**config.mk**
```make
export PLATFORM = sky130hd
export DESIGN_NAME = elink_rx_top
export DESIGN_NICKNAME = d
export VERILOG_FILES = /design/src/elink_pkg.sv /design/src/frame_pkg.sv /design/src/dec_4b3b.sv /design/src/dec_6b5b.sv /design/src/elink_deser.sv /design/src/elink_rx_top.sv /design/src/frame_assembler.sv /design/src/symbol_merge.sv
export SDC_FILE = /design/constraint.sdc
export NUM_CORES = 1
export LEC_CHECK = 0
export CAP_MARGIN = 10
export CORE_MARGIN = 4
export CORE_UTILIZATION = 37
export CTS_CLUSTER_SIZE = 16
export DETAILED_ROUTE_END_ITERATION = 8
export DONT_BUFFER_PORTS = 1
export PLACE_DENSITY_LB_ADDON = 0.25
export SLEW_MARGIN = 20
export SYNTH_ARGS = -nofsm -noshare
export SYNTH_HDL_FRONTEND = slang
export SYNTH_SLANG_ARGS = --single-unit
```
**constraint.sdc**
```tcl
create_clock -name bit_clk -period 3.35 [get_ports bit_clk]
set_input_delay 1.005 -clock bit_clk [delete_from_list [all_inputs] [get_ports bit_clk]]
set_output_delay 1.005 -clock bit_clk [all_outputs]
set_load 0.01 [all_outputs]
```
**src/elink_pkg.sv**
```systemverilog
/* e-link line coding: 8b10b symbol type, sub-block code tables,
   K-code constants and the decoded-symbol record */
`default_nettype none

package elink_pkg;

  typedef logic [9:0] sym10_t;  // Bit 9 = a, sent first, bit 0 = j

  // 5b/6b codes (abcdei) for negative running disparity
  localparam logic [5:0] code6_table [32] = '{
    6'b100111, 6'b011101, 6'b101101, 6'b110001,
    6'b110101, 6'b101001, 6'b011001, 6'b111000,
    6'b111001, 6'b100101, 6'b010101, 6'b110100,
    6'b001101, 6'b101100, 6'b011100, 6'b010111,
    6'b011011, 6'b100011, 6'b010011, 6'b110010,
    6'b001011, 6'b101010, 6'b011010, 6'b111010,
    6'b110011, 6'b100110, 6'b010110, 6'b110110,
    6'b001110, 6'b101110, 6'b011110, 6'b101011
  };

  // 3b/4b codes (fghj) for negative running disparity, entry 7 is P7
  localparam logic [3:0] code4_table [8] = '{
    4'b1011, 4'b1001, 4'b0101, 4'b1100, 4'b1101, 4'b1010, 4'b0110, 4'b1110
  };
  localparam logic [3:0] code4_alt7 = 4'b0111;  // A7, used by K28.7

  // Positive form flips unbalanced codes and the 111000 and 1100 specials
  function automatic logic [5:0] pos_code6(input logic [5:0] c);
    return (($countones(c) != 3) || (c == 6'b111000)) ? ~c : c;
  endfunction

  function automatic logic [3:0] pos_code4(input logic [3:0] c);
    return (($countones(c) != 2) || (c == 4'b1100)) ? ~c : c;
  endfunction

  localparam sym10_t k28_5_neg = 10'b001111_1010;  // Idle comma
  localparam sym10_t k28_1_neg = 10'b001111_1001;  // Start of frame
  localparam sym10_t k28_6_neg = 10'b001111_0110;  // End of frame
  localparam logic [6:0] comma_pattern = 7'b0011111;

  localparam logic [7:0] k28_1_val = 8'h3C;
  localparam logic [7:0] k28_6_val = 8'hDC;

  // Sub-block disparity as reported by the decoders
  localparam logic [1:0] disp_zero = 2'b00;
  localparam logic [1:0] disp_pos  = 2'b01;
  localparam logic [1:0] disp_neg  = 2'b10;

  typedef struct packed {
    logic [7:0] data;
    logic       is_k;
    logic       code_err;
    logic       disp_err;
  } dec_sym_t;

endpackage

`default_nettype wire

```
**src/frame_pkg.sv**
```systemverilog
/* Frame-level types for the e-link receiver: frame record and
   assembler states */
`default_nettype none

package frame_pkg;

  localparam int max_bytes = 8;  // Payload limit per frame

  // Byte 0 holds the first payload byte received
  typedef struct packed {
    logic [max_bytes-1:0][7:0] payload;
    logic [3:0]                len;
    logic                      err;
  } frame_t;

  typedef enum logic {
    idle,
    in_frame
  } asm_state_e;

endpackage

`default_nettype wire

```
**src/dec_4b3b.sv**
```systemverilog
/* 4b/3b sub-block decoder: maps fghj back to HGF, with the K28
   variants, and reports validity and sub-block disparity */
`timescale 1ns/1ns
`default_nettype none

module dec_4b3b (
  input  logic [3:0] code4,
  input  logic       is_k28,
  output logic [2:0] data3,
  output logic       valid,
  output logic [1:0] disp
);
  import elink_pkg::*;

  logic [3:0] cand;
  logic [2:0] ones;

  assign ones = 3'($countones(code4));

  always_comb begin
    data3 = '0;
    valid = 1'b0;
    for (int i = 0; i < 8; i++) begin
      cand = code4_table[i];
      if (is_k28 && (i inside {1, 2, 5, 6})) begin
        cand = ~cand;  // K-form of the balanced codes
      end
      if ((code4 == cand) || (code4 == pos_code4(cand))) begin
        data3 = i[2:0];
        valid = 1'b1;
      end
    end
    if (is_k28 && ((code4 == code4_alt7) || (code4 == ~code4_alt7))) begin
      data3 = 3'd7;
      valid = 1'b1;
    end
  end

  assign disp = (ones == 3'd2) ? disp_zero : (ones > 3'd2) ? disp_pos : disp_neg;

endmodule

`default_nettype wire

```
**src/dec_6b5b.sv**
```systemverilog
/* 6b/5b sub-block decoder: maps abcdei back to EDCBA and reports
   validity and sub-block disparity */
`timescale 1ns/1ns
`default_nettype none

module dec_6b5b (
  input  logic [5:0] code6,
  output logic [4:0] data5,
  output logic       valid,
  output logic [1:0] disp
);
  import elink_pkg::*;

  logic [2:0] ones;

  assign ones = 3'($countones(code6));

  // Either table form may appear, depending on running disparity
  always_comb begin
    data5 = '0;
    valid = 1'b0;
    for (int i = 0; i < 32; i++) begin
      if ((code6 == code6_table[i]) || (code6 == pos_code6(code6_table[i]))) begin
        data5 = i[4:0];
        valid = 1'b1;
      end
    end
  end

  always_comb begin
    if (ones == 3'd3) begin
      disp = disp_zero;
    end else if (ones > 3'd3) begin
      disp = disp_pos;   // Also covers illegal 5 and 6 ones
    end else begin
      disp = disp_neg;
    end
  end

endmodule

`default_nettype wire

```
**src/elink_deser.sv**
```systemverilog
/* e-link deserializer: shifts in 2-bit words, aligns on K28.5 commas
   and strobes out 10-bit symbols */
`timescale 1ns/1ns
`default_nettype none

module elink_deser (
  input  logic              bit_clk,
  input  logic              rst_n,
  input  logic [1:0]        rx_2bit,   // Bit 1 arrives first
  output elink_pkg::sym10_t sym,
  output logic              sym_valid,
  output logic              locked
);
  import elink_pkg::*;

  logic [8:0]  hist_q;   // Older bits, bit 8 oldest
  logic [10:0] hist;     // History including the pair arriving now
  sym10_t      win0;     // Symbol ending on rx_2bit[0]
  sym10_t      win1;     // Symbol ending on rx_2bit[1]
  logic        comma0;
  logic        comma1;
  logic        phase_q;
  logic [2:0]  cnt_q;
  logic        take;
  logic        sel1;

  assign hist = {hist_q, rx_2bit};
  assign win0 = hist[9:0];
  assign win1 = hist[10:1];

  // Comma sits in abcdeif of the symbol, either polarity
  assign comma0 = (win0[9:3] == comma_pattern) || (win0[9:3] == ~comma_pattern);
  assign comma1 = (win1[9:3] == comma_pattern) || (win1[9:3] == ~comma_pattern);

  assign take = locked ? (cnt_q == 3'd4) : (comma0 || comma1);
  assign sel1 = locked ? phase_q : !comma0;

  always_ff @(posedge bit_clk or negedge rst_n) begin
    if (!rst_n) begin
      hist_q    <= '0;
      locked    <= 1'b0;
      phase_q   <= 1'b0;
      cnt_q     <= '0;
      sym_valid <= 1'b0;
    end else begin
      hist_q    <= hist[8:0];
      sym_valid <= take;
      if (!locked) begin
        if (comma0 || comma1) begin
          locked  <= 1'b1;   // First comma fixes the phase for good
          phase_q <= !comma0;
          cnt_q   <= '0;
        end
      end else if (cnt_q == 3'd4) begin
        cnt_q <= '0;
      end else begin
        cnt_q <= cnt_q + 3'd1;
      end
    end
  end

  always_ff @(posedge bit_clk) begin
    if (take) begin
      sym <= sel1 ? win1 : win0;
    end
  end

  a_sym_spacing: assert property (@(posedge bit_clk) disable iff (!rst_n)
    sym_valid |=> !sym_valid [*4]);

endmodule

`default_nettype wire

```
**src/elink_rx_top.sv**
```systemverilog
/* e-link receive top: deserializer, 8b10b sub-block decoders,
   symbol merger and frame assembler */
`timescale 1ns/1ns
`default_nettype none

module elink_rx_top (
  input  logic              bit_clk,
  input  logic              rst_n,
  input  logic [1:0]        rx_2bit,
  output logic              locked,
  output frame_pkg::frame_t frame,
  output logic              frame_valid
);
  import elink_pkg::*;

  sym10_t     sym;
  logic       sym_valid;
  logic [4:0] data5;
  logic       valid6;
  logic [1:0] disp6;
  logic [2:0] data3;
  logic       valid4;
  logic [1:0] disp4;
  logic       is_k28;
  dec_sym_t   dsym;
  logic       dsym_valid;

  elink_deser u_deser (
    .bit_clk   (bit_clk),
    .rst_n     (rst_n),
    .rx_2bit   (rx_2bit),
    .sym       (sym),
    .sym_valid (sym_valid),
    .locked    (locked)
  );

  dec_6b5b u_dec6 (
    .code6 (sym[9:4]),
    .data5 (data5),
    .valid (valid6),
    .disp  (disp6)
  );

  dec_4b3b u_dec4 (
    .code4  (sym[3:0]),
    .is_k28 (is_k28),
    .data3  (data3),
    .valid  (valid4),
    .disp   (disp4)
  );

  symbol_merge u_merge (
    .bit_clk    (bit_clk),
    .rst_n      (rst_n),
    .sym        (sym),
    .sym_valid  (sym_valid),
    .data5      (data5),
    .valid6     (valid6),
    .disp6      (disp6),
    .data3      (data3),
    .valid4     (valid4),
    .disp4      (disp4),
    .is_k28     (is_k28),
    .dsym       (dsym),
    .dsym_valid (dsym_valid)
  );

  frame_assembler u_asm (
    .bit_clk     (bit_clk),
    .rst_n       (rst_n),
    .dsym        (dsym),
    .dsym_valid  (dsym_valid),
    .frame       (frame),
    .frame_valid (frame_valid)
  );

endmodule

`default_nettype wire

```
**src/frame_assembler.sv**
```systemverilog
/* Frame assembler: collects data bytes between K28.1 and K28.6 and
   reports each frame with length and error flag */
`timescale 1ns/1ns
`default_nettype none

module frame_assembler (
  input  logic                bit_clk,
  input  logic                rst_n,
  input  elink_pkg::dec_sym_t dsym,
  input  logic                dsym_valid,
  output frame_pkg::frame_t   frame,
  output logic                frame_valid
);
  import elink_pkg::*;
  import frame_pkg::*;

  asm_state_e                state_q;
  logic [max_bytes-1:0][7:0] payload_q;
  logic [3:0]                len_q;
  logic                      err_q;
  logic                      bad;
  logic                      start;
  logic                      is_eof;
  logic                      data_in;   // Data byte inside a frame
  logic                      store;

  assign bad     = dsym.code_err || dsym.disp_err;
  assign start   = dsym_valid && !bad && dsym.is_k && (dsym.data == k28_1_val);
  assign is_eof  = dsym.is_k && (dsym.data == k28_6_val);
  assign data_in = dsym_valid && !bad && !dsym.is_k && (state_q == in_frame);
  assign store   = data_in && (len_q < 4'(max_bytes));

  always_ff @(posedge bit_clk or negedge rst_n) begin
    if (!rst_n) begin
      state_q     <= idle;
      len_q       <= '0;
      err_q       <= 1'b0;
      frame_valid <= 1'b0;
    end else begin
      frame_valid <= 1'b0;
      if (start) begin
        state_q <= in_frame;   // Also restarts an open frame
        len_q   <= '0;
        err_q   <= 1'b0;
      end else if (state_q == in_frame && dsym_valid) begin
        if (bad) begin
          err_q <= 1'b1;
        end else if (is_eof) begin
          state_q     <= idle;
          frame_valid <= 1'b1;
        end else if (store) begin
          len_q <= len_q + 4'd1;
        end else if (data_in) begin
          err_q <= 1'b1;       // Byte past the payload limit
        end
      end
    end
  end

  // Unused bytes read as zero
  always_ff @(posedge bit_clk) begin
    if (start) begin
      payload_q <= '0;
    end else if (store) begin
      payload_q[len_q[2:0]] <= dsym.data;
    end
  end

  // Held stable until the next start, at least 5 cycles away
  always_comb begin
    frame.payload = payload_q;
    frame.len     = len_q;
    frame.err     = err_q;
  end

  a_frame_pulse: assert property (@(posedge bit_clk) disable iff (!rst_n)
    frame_valid |=> !frame_valid);

endmodule

`default_nettype wire

```
**src/symbol_merge.sv**
```systemverilog
/* Symbol merger: joins both sub-block results into a byte, tracks
   running disparity and registers one decoded symbol per strobe */
`timescale 1ns/1ns
`default_nettype none

module symbol_merge (
  input  logic                bit_clk,
  input  logic                rst_n,
  input  elink_pkg::sym10_t   sym,
  input  logic                sym_valid,
  input  logic [4:0]          data5,
  input  logic                valid6,
  input  logic [1:0]          disp6,
  input  logic [2:0]          data3,
  input  logic                valid4,
  input  logic [1:0]          disp4,
  output logic                is_k28,
  output elink_pkg::dec_sym_t dsym,
  output logic                dsym_valid
);
  import elink_pkg::*;

  logic       rd_q;     // Running disparity, 1 = positive
  logic       rd_mid;   // After abcdei
  logic       rd_end;
  logic       err6;
  logic       err4;
  logic [2:0] hi3;
  dec_sym_t   dsym_d;

  assign is_k28 = (sym[9:4] == k28_5_neg[9:4]) || (sym[9:4] == ~k28_5_neg[9:4]);

  // A sub-block leaning the same way as the disparity entering it is illegal
  assign err6   = rd_q ? (disp6 == disp_pos) : (disp6 == disp_neg);
  assign rd_mid = (disp6 == disp_zero) ? rd_q : (disp6 == disp_pos);
  assign err4   = rd_mid ? (disp4 == disp_pos) : (disp4 == disp_neg);
  assign rd_end = (disp4 == disp_zero) ? rd_mid : (disp4 == disp_pos);

  // After 001111 the K28 fghj comes in data form, so undo the K-form read
  assign hi3 = (is_k28 && (disp6 == disp_pos) && (data3 inside {3'd1, 3'd2, 3'd5, 3'd6}))
               ? ~data3 : data3;

  always_comb begin
    dsym_d.data     = {hi3, is_k28 ? 5'd28 : data5};
    dsym_d.is_k     = is_k28;
    dsym_d.code_err = !(valid6 || is_k28) || !valid4;
    dsym_d.disp_err = err6 || err4;
  end

  always_ff @(posedge bit_clk or negedge rst_n) begin
    if (!rst_n) begin
      rd_q       <= 1'b0;
      dsym_valid <= 1'b0;
    end else begin
      dsym_valid <= sym_valid;
      if (sym_valid) begin
        rd_q <= rd_end;  // Follows the line even after an error
      end
    end
  end

  always_ff @(posedge bit_clk) begin
    if (sym_valid) begin
      dsym <= dsym_d;
    end
  end

  // Single-cycle output strobe, one cycle behind the deserializer
  a_dsym_follow: assert property (@(posedge bit_clk) disable iff (!rst_n)
    sym_valid |=> dsym_valid ##1 !dsym_valid);

endmodule

`default_nettype wire

```
[Yosys cells after proc, flatten, opt, wreduce, memory -nomap -nowiden]
Index checks and enable logic that the tools add are counted.
Word-level totals
  flip-flop bits (word level): 109
  bits in latches: 0
  RAM bits: 0
  bits in read-only memories: 0
  input port bits: 4
  output and inout port bits: 71
  logic and storage cells: 350
  memories: 0
Operators by class
  add/subtract/negate cells: 22
  multiply operators: 0
  div/mod/pow operators: 0
  order comparisons: 5
  eq/ne operators: 95
  shift-type cells: 0
  muxes and demuxes: 127
  bitwise logic cells: 6
  reductions and logical operators: 67
Operators with widths (count)
  6-bit equality test (second input constant): 24
  32-bit adder: 4
  32-bit by 3-bit inequality test with 1-bit output (second input constant): 4
  4-bit two-way mux: 29
  6-bit by 5-bit equality test with 1-bit output (second input constant): 14
  1-bit two-way mux: 65
  64-bit bitwise mux: 1
  3-bit two-way mux: 19
  6-bit by 4-bit equality test with 1-bit output (second input constant): 7
  4-bit equality test (second input constant): 9
  1-bit logical OR: 35
  4-bit equality test: 8
  1-bit by 1-bit adder with 2-bit output: 13
  8-bit demux with 3-bit select: 1
  2-bit two-way mux: 10
  6-bit by 3-bit equality test with 1-bit output (second input constant): 3
  17-bit OR reduction: 1
  4-bit inverter: 4
  7-bit by 5-bit equality test with 1-bit output (second input constant): 2
  7-bit equality test (second input constant): 2
  1-bit logical AND: 12
  10-bit two-way mux: 1
  3-bit adder: 3
  3-bit by 2-bit equality test with 1-bit output (second input constant): 3
  31 further kinds: 48

[Logic depth before layout (Yosys ltp)]
  depth in word-level cells: 37
  depth in mapped cells: 10
  gate-level depth less buffers: 9

[Modules after synthesis]
A second synthesis with hierarchy kept.
Second synthesis, totals
  cell total of the unflattened synthesis: 697
  area, all modules: 6567.5 um^2
By module, submodules not included
  frame_assembler: times used 1, cells an instance 375, area each 3369.5 um^2, seq. area each 1456.4 um^2
  elink_deser: times used 1, cells an instance 80, area each 1106.1 um^2, seq. area each 675.6 um^2
  dec_6b5b: times used 1, cells an instance 147, area each 1081.0 um^2, seq. area each 0.0 um^2
  symbol_merge: times used 1, cells an instance 44, area each 605.6 um^2, seq. area each 380.4 um^2
  dec_4b3b: times used 1, cells an instance 51, area each 405.4 um^2, seq. area each 0.0 um^2

[Least setup slack after synthesis]
OpenSTA, ideal clock, no wires.
  path type: register to register
  start: register u_deser.sym[8]
  end: register, netlist name u_merge.dsym[10]
  library setup time: 0.255 ns
  arrival time: 2.201 ns
  required time: 3.095 ns
  path slack: 0.894 ns
  cell stages (with the launch flop): 9
  path buffers: 0
  period minus slack after synthesis: 2.456 ns
  path through: edfxtp_1 -> ha_1 -> fa_1 -> ha_1 -> xnor2_1 -> or2_2 -> nor3_1 -> nand2_1 -> nor3b_1
RTL lines
  start: declaration: RTL line elink_deser.sv:10  | output elink_pkg::sym10_t sym,
  start signal: assignment: RTL line elink_deser.sv:64  | sym <= sel1 ? win1 : win0;

==> results by stage <==
Setup path:
- The highest fanout seen on the critical path is 13.
- The startpoint-to-endpoint class of the critical path is reg -> reg.
- The count of cells along the worst register-to-register path is 8.
- The endpoint class of the critical path is a register.
- The worst setup path is launched from a register.
- For the worst setup path, the data arrival time is about 3 ns.
- The required time of the critical path is 3.52 ns.

Finish:
- The final layout contains slightly above 600 nets.
- The count of inserted antenna diode cells is 0.
- The top cell types in the final layout, fill and taps aside, are 75 x nand2_1, 64 x dfxtp_1, 60 x nor2_1.
- The commonest non-fill, non-tap cell in the layout is nand2_1.
- Compared with the post-synthesis result, the final layout area differs by 6.72%.
- The final standard cell count with taps included and fillers excluded is 778.
- Cells with a size suffix above 1 make up 9.49% of the layout.

Power:
- Summed over all cells, the static leakage comes to 2.66 nW.
- The cell-internal power is 2.38 mW.
- The power density normalized to cell area is 587 nW/µm².
- The switching power is 1.19 mW.
- The portion of total power attributed to combinational logic is 22.3%.
- The clock network fraction of total power is 29.3%.
- The worst-case vdd ir drop is 0.299 mV.
- The switching power as a share of total power is 33.3%.
- The share of total power dissipated in sequential elements is about half.

Die:
- The I/O pin total is 75.
- The total die area is 17,400 µm².
- For this configuration, the core starts out at a cell density of a little under two fifths.
- After floorplanning, the core was sized to cover approximately 15,000 µm².
- From left edge to right edge, the die measures 132 µm.
- The die outline height is 132 µm.
- In this run the core area contains 45 standard-cell rows.

Timing:
- On the final layout, the worst clock skew is 0.0120 ns.
- The pin slew with the least headroom to its limit is around 0.70 ns.
- The number of endpoints with negative hold slack in the final report is 0.
- The worst max-slew margin expressed relative to the limit is a little over half.
- The smallest setup slack after layout is around 0.48 ns.
- Setup violations remaining at the end of the flow were counted as 0.
- The maximum clock rate is 349 MHz.
- Dividing the final minimum period by the clock period gives 85.6%.
- The final hold slack is 0.350 ns.
- The summed negative setup slack over all endpoints is 0 ns.
- The final count of pins violating max slew is 0.
- The final period demand of the worst path is 2.87 ns.
- Setup repair after global routing left no endpoint under its margin.

Global routing:
- The wire length of the first global-routing pass is 21,900 µm.
- The number of global-route vias before repair is 4,106.
- The pin count of the biggest net entering global routing is 39.
- For this run the aggregate overflow at the end of global routing stands at 0.
- The aggregate global-route resource usage is between 15 and 20%.
- The initial antenna violation count is 0.

Yosys:
- Yosys mapped the design onto 68 distinct sky130hd cell types.
- In this run the mean area of a mapped cell was 9.37 µm².
- The async set or reset register ratio after synthesis is 22.0%.
- The combinational family with the most area after synthesis is simple AND/OR/NAND/NOR gates.
- In the post-synthesis netlist, the biggest area contributors are dfxtp_1 22%, edfxtp_1 11%, dfrtp_1 11%.
- The mapped netlist covers 5700 µm².
- The number of flops mapped to enable cells by yosys is 21.
- The synthesized-area fraction occupied by ao, oa, aoi and oai cells is 13.2%.
- The multiplexer share of the synthesized area is around 10%.
- The share of synthesized area in the top cell type comes to 22.5%.
- The synthesized flop and latch total is approximately 110.
- Summing the areas of all and, or, nand and nor instances in the mapped netlist gives between 20% and 30% of the synthesized area.
- Summing the areas of all fa, ha and maj instances in the mapped netlist gives 6.55% of the synthesized area.
- For this run, the leading register cell type out of synthesis is dfxtp_1.
- dfxtp_1 takes more of the synthesized area than any other cell.
- The net count after synthesis is between 600 and 700.
- The post-synthesis cell count is 608.
- The total number of yosys warnings is 0.
- The parity-gate share of the synthesized area counting xor and xnor cells is 0.308%.
- The sequential fraction of the synthesis area is 44.1%.

Clock tree:
- The clock transition at the register clock pins on the worst setup and hold paths after CTS is about 0.070 ns.
- After clock tree synthesis, the flow added hold-fix buffers numbering 0.
- The total clock sinks is 109.
- The maximum buffer depth of the clock tree is 2.
- The tree is rooted in a clkbuf_16.
- Once the clock tree was built, the setup fixing pass inserted 0 buffers.
- The number of clock buffers added by TritonCTS is 9.
- The source-to-sink clock delay at the later pin of the worst-skew pair is 0.35 ns.
- TritonCTS built the clock tree.
- The clock tree synthesis step divided the H-tree into 3 levels.
- The number of gates resized after CTS is 0.

Placed design:
- The HPWL after detailed placement is 9310 µm.
- At the end of routability-driven placement, the weighted congestion stood at 0.861.
- The number of placed instances, taps included, is roughly 760.
- The worst-case setup slack after placement is approximately 0.5 ns.
- In this run the tool buffered the top-level ports with 0 buffer cells.

Min path:
- The path class of the tightest hold or removal check is in -> async.

Route:
- The routed via count divided by cell count is around 5.6.
- The total via count in the routed design is ~4,400.
- The number of violations reported at the end of detailed-routing iteration 0 is 327.
- The antenna violation net count after detailed routing is 0.
- The total wire length after detailed routing is 13,200 µm.
- The average wire length per cell after detail routing is 16.9 µm.
- The final routed DRC violation total is 0.
- The first detailed-routing pass took 6 iterations.

Run:
- The reported max-cap violation count is 0.

Status:
- The run finished with clean final reports.
[power groups by stage]
stage | sequential, mW | clock, mW | combinational [mW]
finish | 1.73 | 1.04 | 0.796
global route | 1.75 | 1.14 | 0.908
CTS | 1.73 | 1.08 | 0.796
detailed placement | 1.76 | 0 | 0.794
global placement | 1.75 | 0 | 0.765
floorplan | 1.63 | 0 | 0.711
[final cells by class]
class                           instances  area, µm²
Clock buffer                           10        239
Clock inverter                          6       61.3
Fill cell                            1481       9070
Inverter                               21       78.8
Multi-Input combinational cell        436       2890
Sequential cell                       109       2510
Tap cell                              188        235
Timing Repair Buffer                    8       60.1
[metrics by stage]
step / util (%) / cell area, µm² / power (mW)
final: 40.1 / 6080 / 3.57
after global routing: 40.1 / 6080 / 3.80
after CTS: 40.1 / 6080 / 3.61
after detailed placement: 38.1 / 5780 / 2.55
after global placement: 38.1 / 5780 / 2.52
after floorplan: - / 5700 / 2.35
[worst paths after layout]
path	slack, ns	startpoint	endpoint
max in group asynchronous	2.92	rst_n	u_asm.len_q[1]
max reg2reg	0.48	u_deser.sym[6]	u_merge.dsym[10]
min reg2reg	0.41	u_deser.hist_q[0]	u_deser.hist_q[2]
min in group bit_clk	0.41	u_deser.hist_q[0]	u_deser.hist_q[2]
min	0.35	rst_n	u_asm.len_q[2]
max	0.48	u_deser.sym[6]	u_merge.dsym[10]
[flip-flops by register name, indices dropped and copies added (netlist names), 3 cells and up]
signal and count:
u_asm.frame 64, u_deser.cnt_q 3, u_deser.sym 10, u_deser.hist_q 9, u_merge.dsym 11, u_asm.len_q 4
[worst max-delay path: stages (launching register included)]
cell	delay [ns]
edfxtp_1	0.38
ha_1	0.51
fa_1	0.51
ha_1	0.22
xnor2_1	0.37
or2_2	0.22
nor3_1	0.05
a31o_1	0.20
nor3b_1	0.22
[logic make-up after synthesis]
logic type,Yosys count
xor gates and xnor gates,2
buffers and inverters,63
DFF,109
AOI/OAI and AO/OA,107
and+or+nand+nor,244
muxes,55
adders and majority gates,28
[synthesized netlist by cell type, drive strengths merged, types with 5 or more instances]
master  count
clkbuf     20
dfxtp      64
mux2i      42
buf        22
dfrtp      24
nor2       61
a21oi      31
nor2b       6
nand4       6
nand2      75
nor4        6
a32o        8
mux2       13
ha         25
nor3        5
inv        21
edfxtp     21
o21ai      21
and2        8
a22oi       7
a22o        5
nand3      55
[metal layers]
metal	up-vias	global-route usage, %	wire length (µm)
met5	-	0	0
met4	0	3.91	152
met3	17	3.59	889
met2	141	24.7	6380
met1	2118	20.2	5760
li1	2107	-	-
Note: power is estimated with default switching activity, not from simulation.
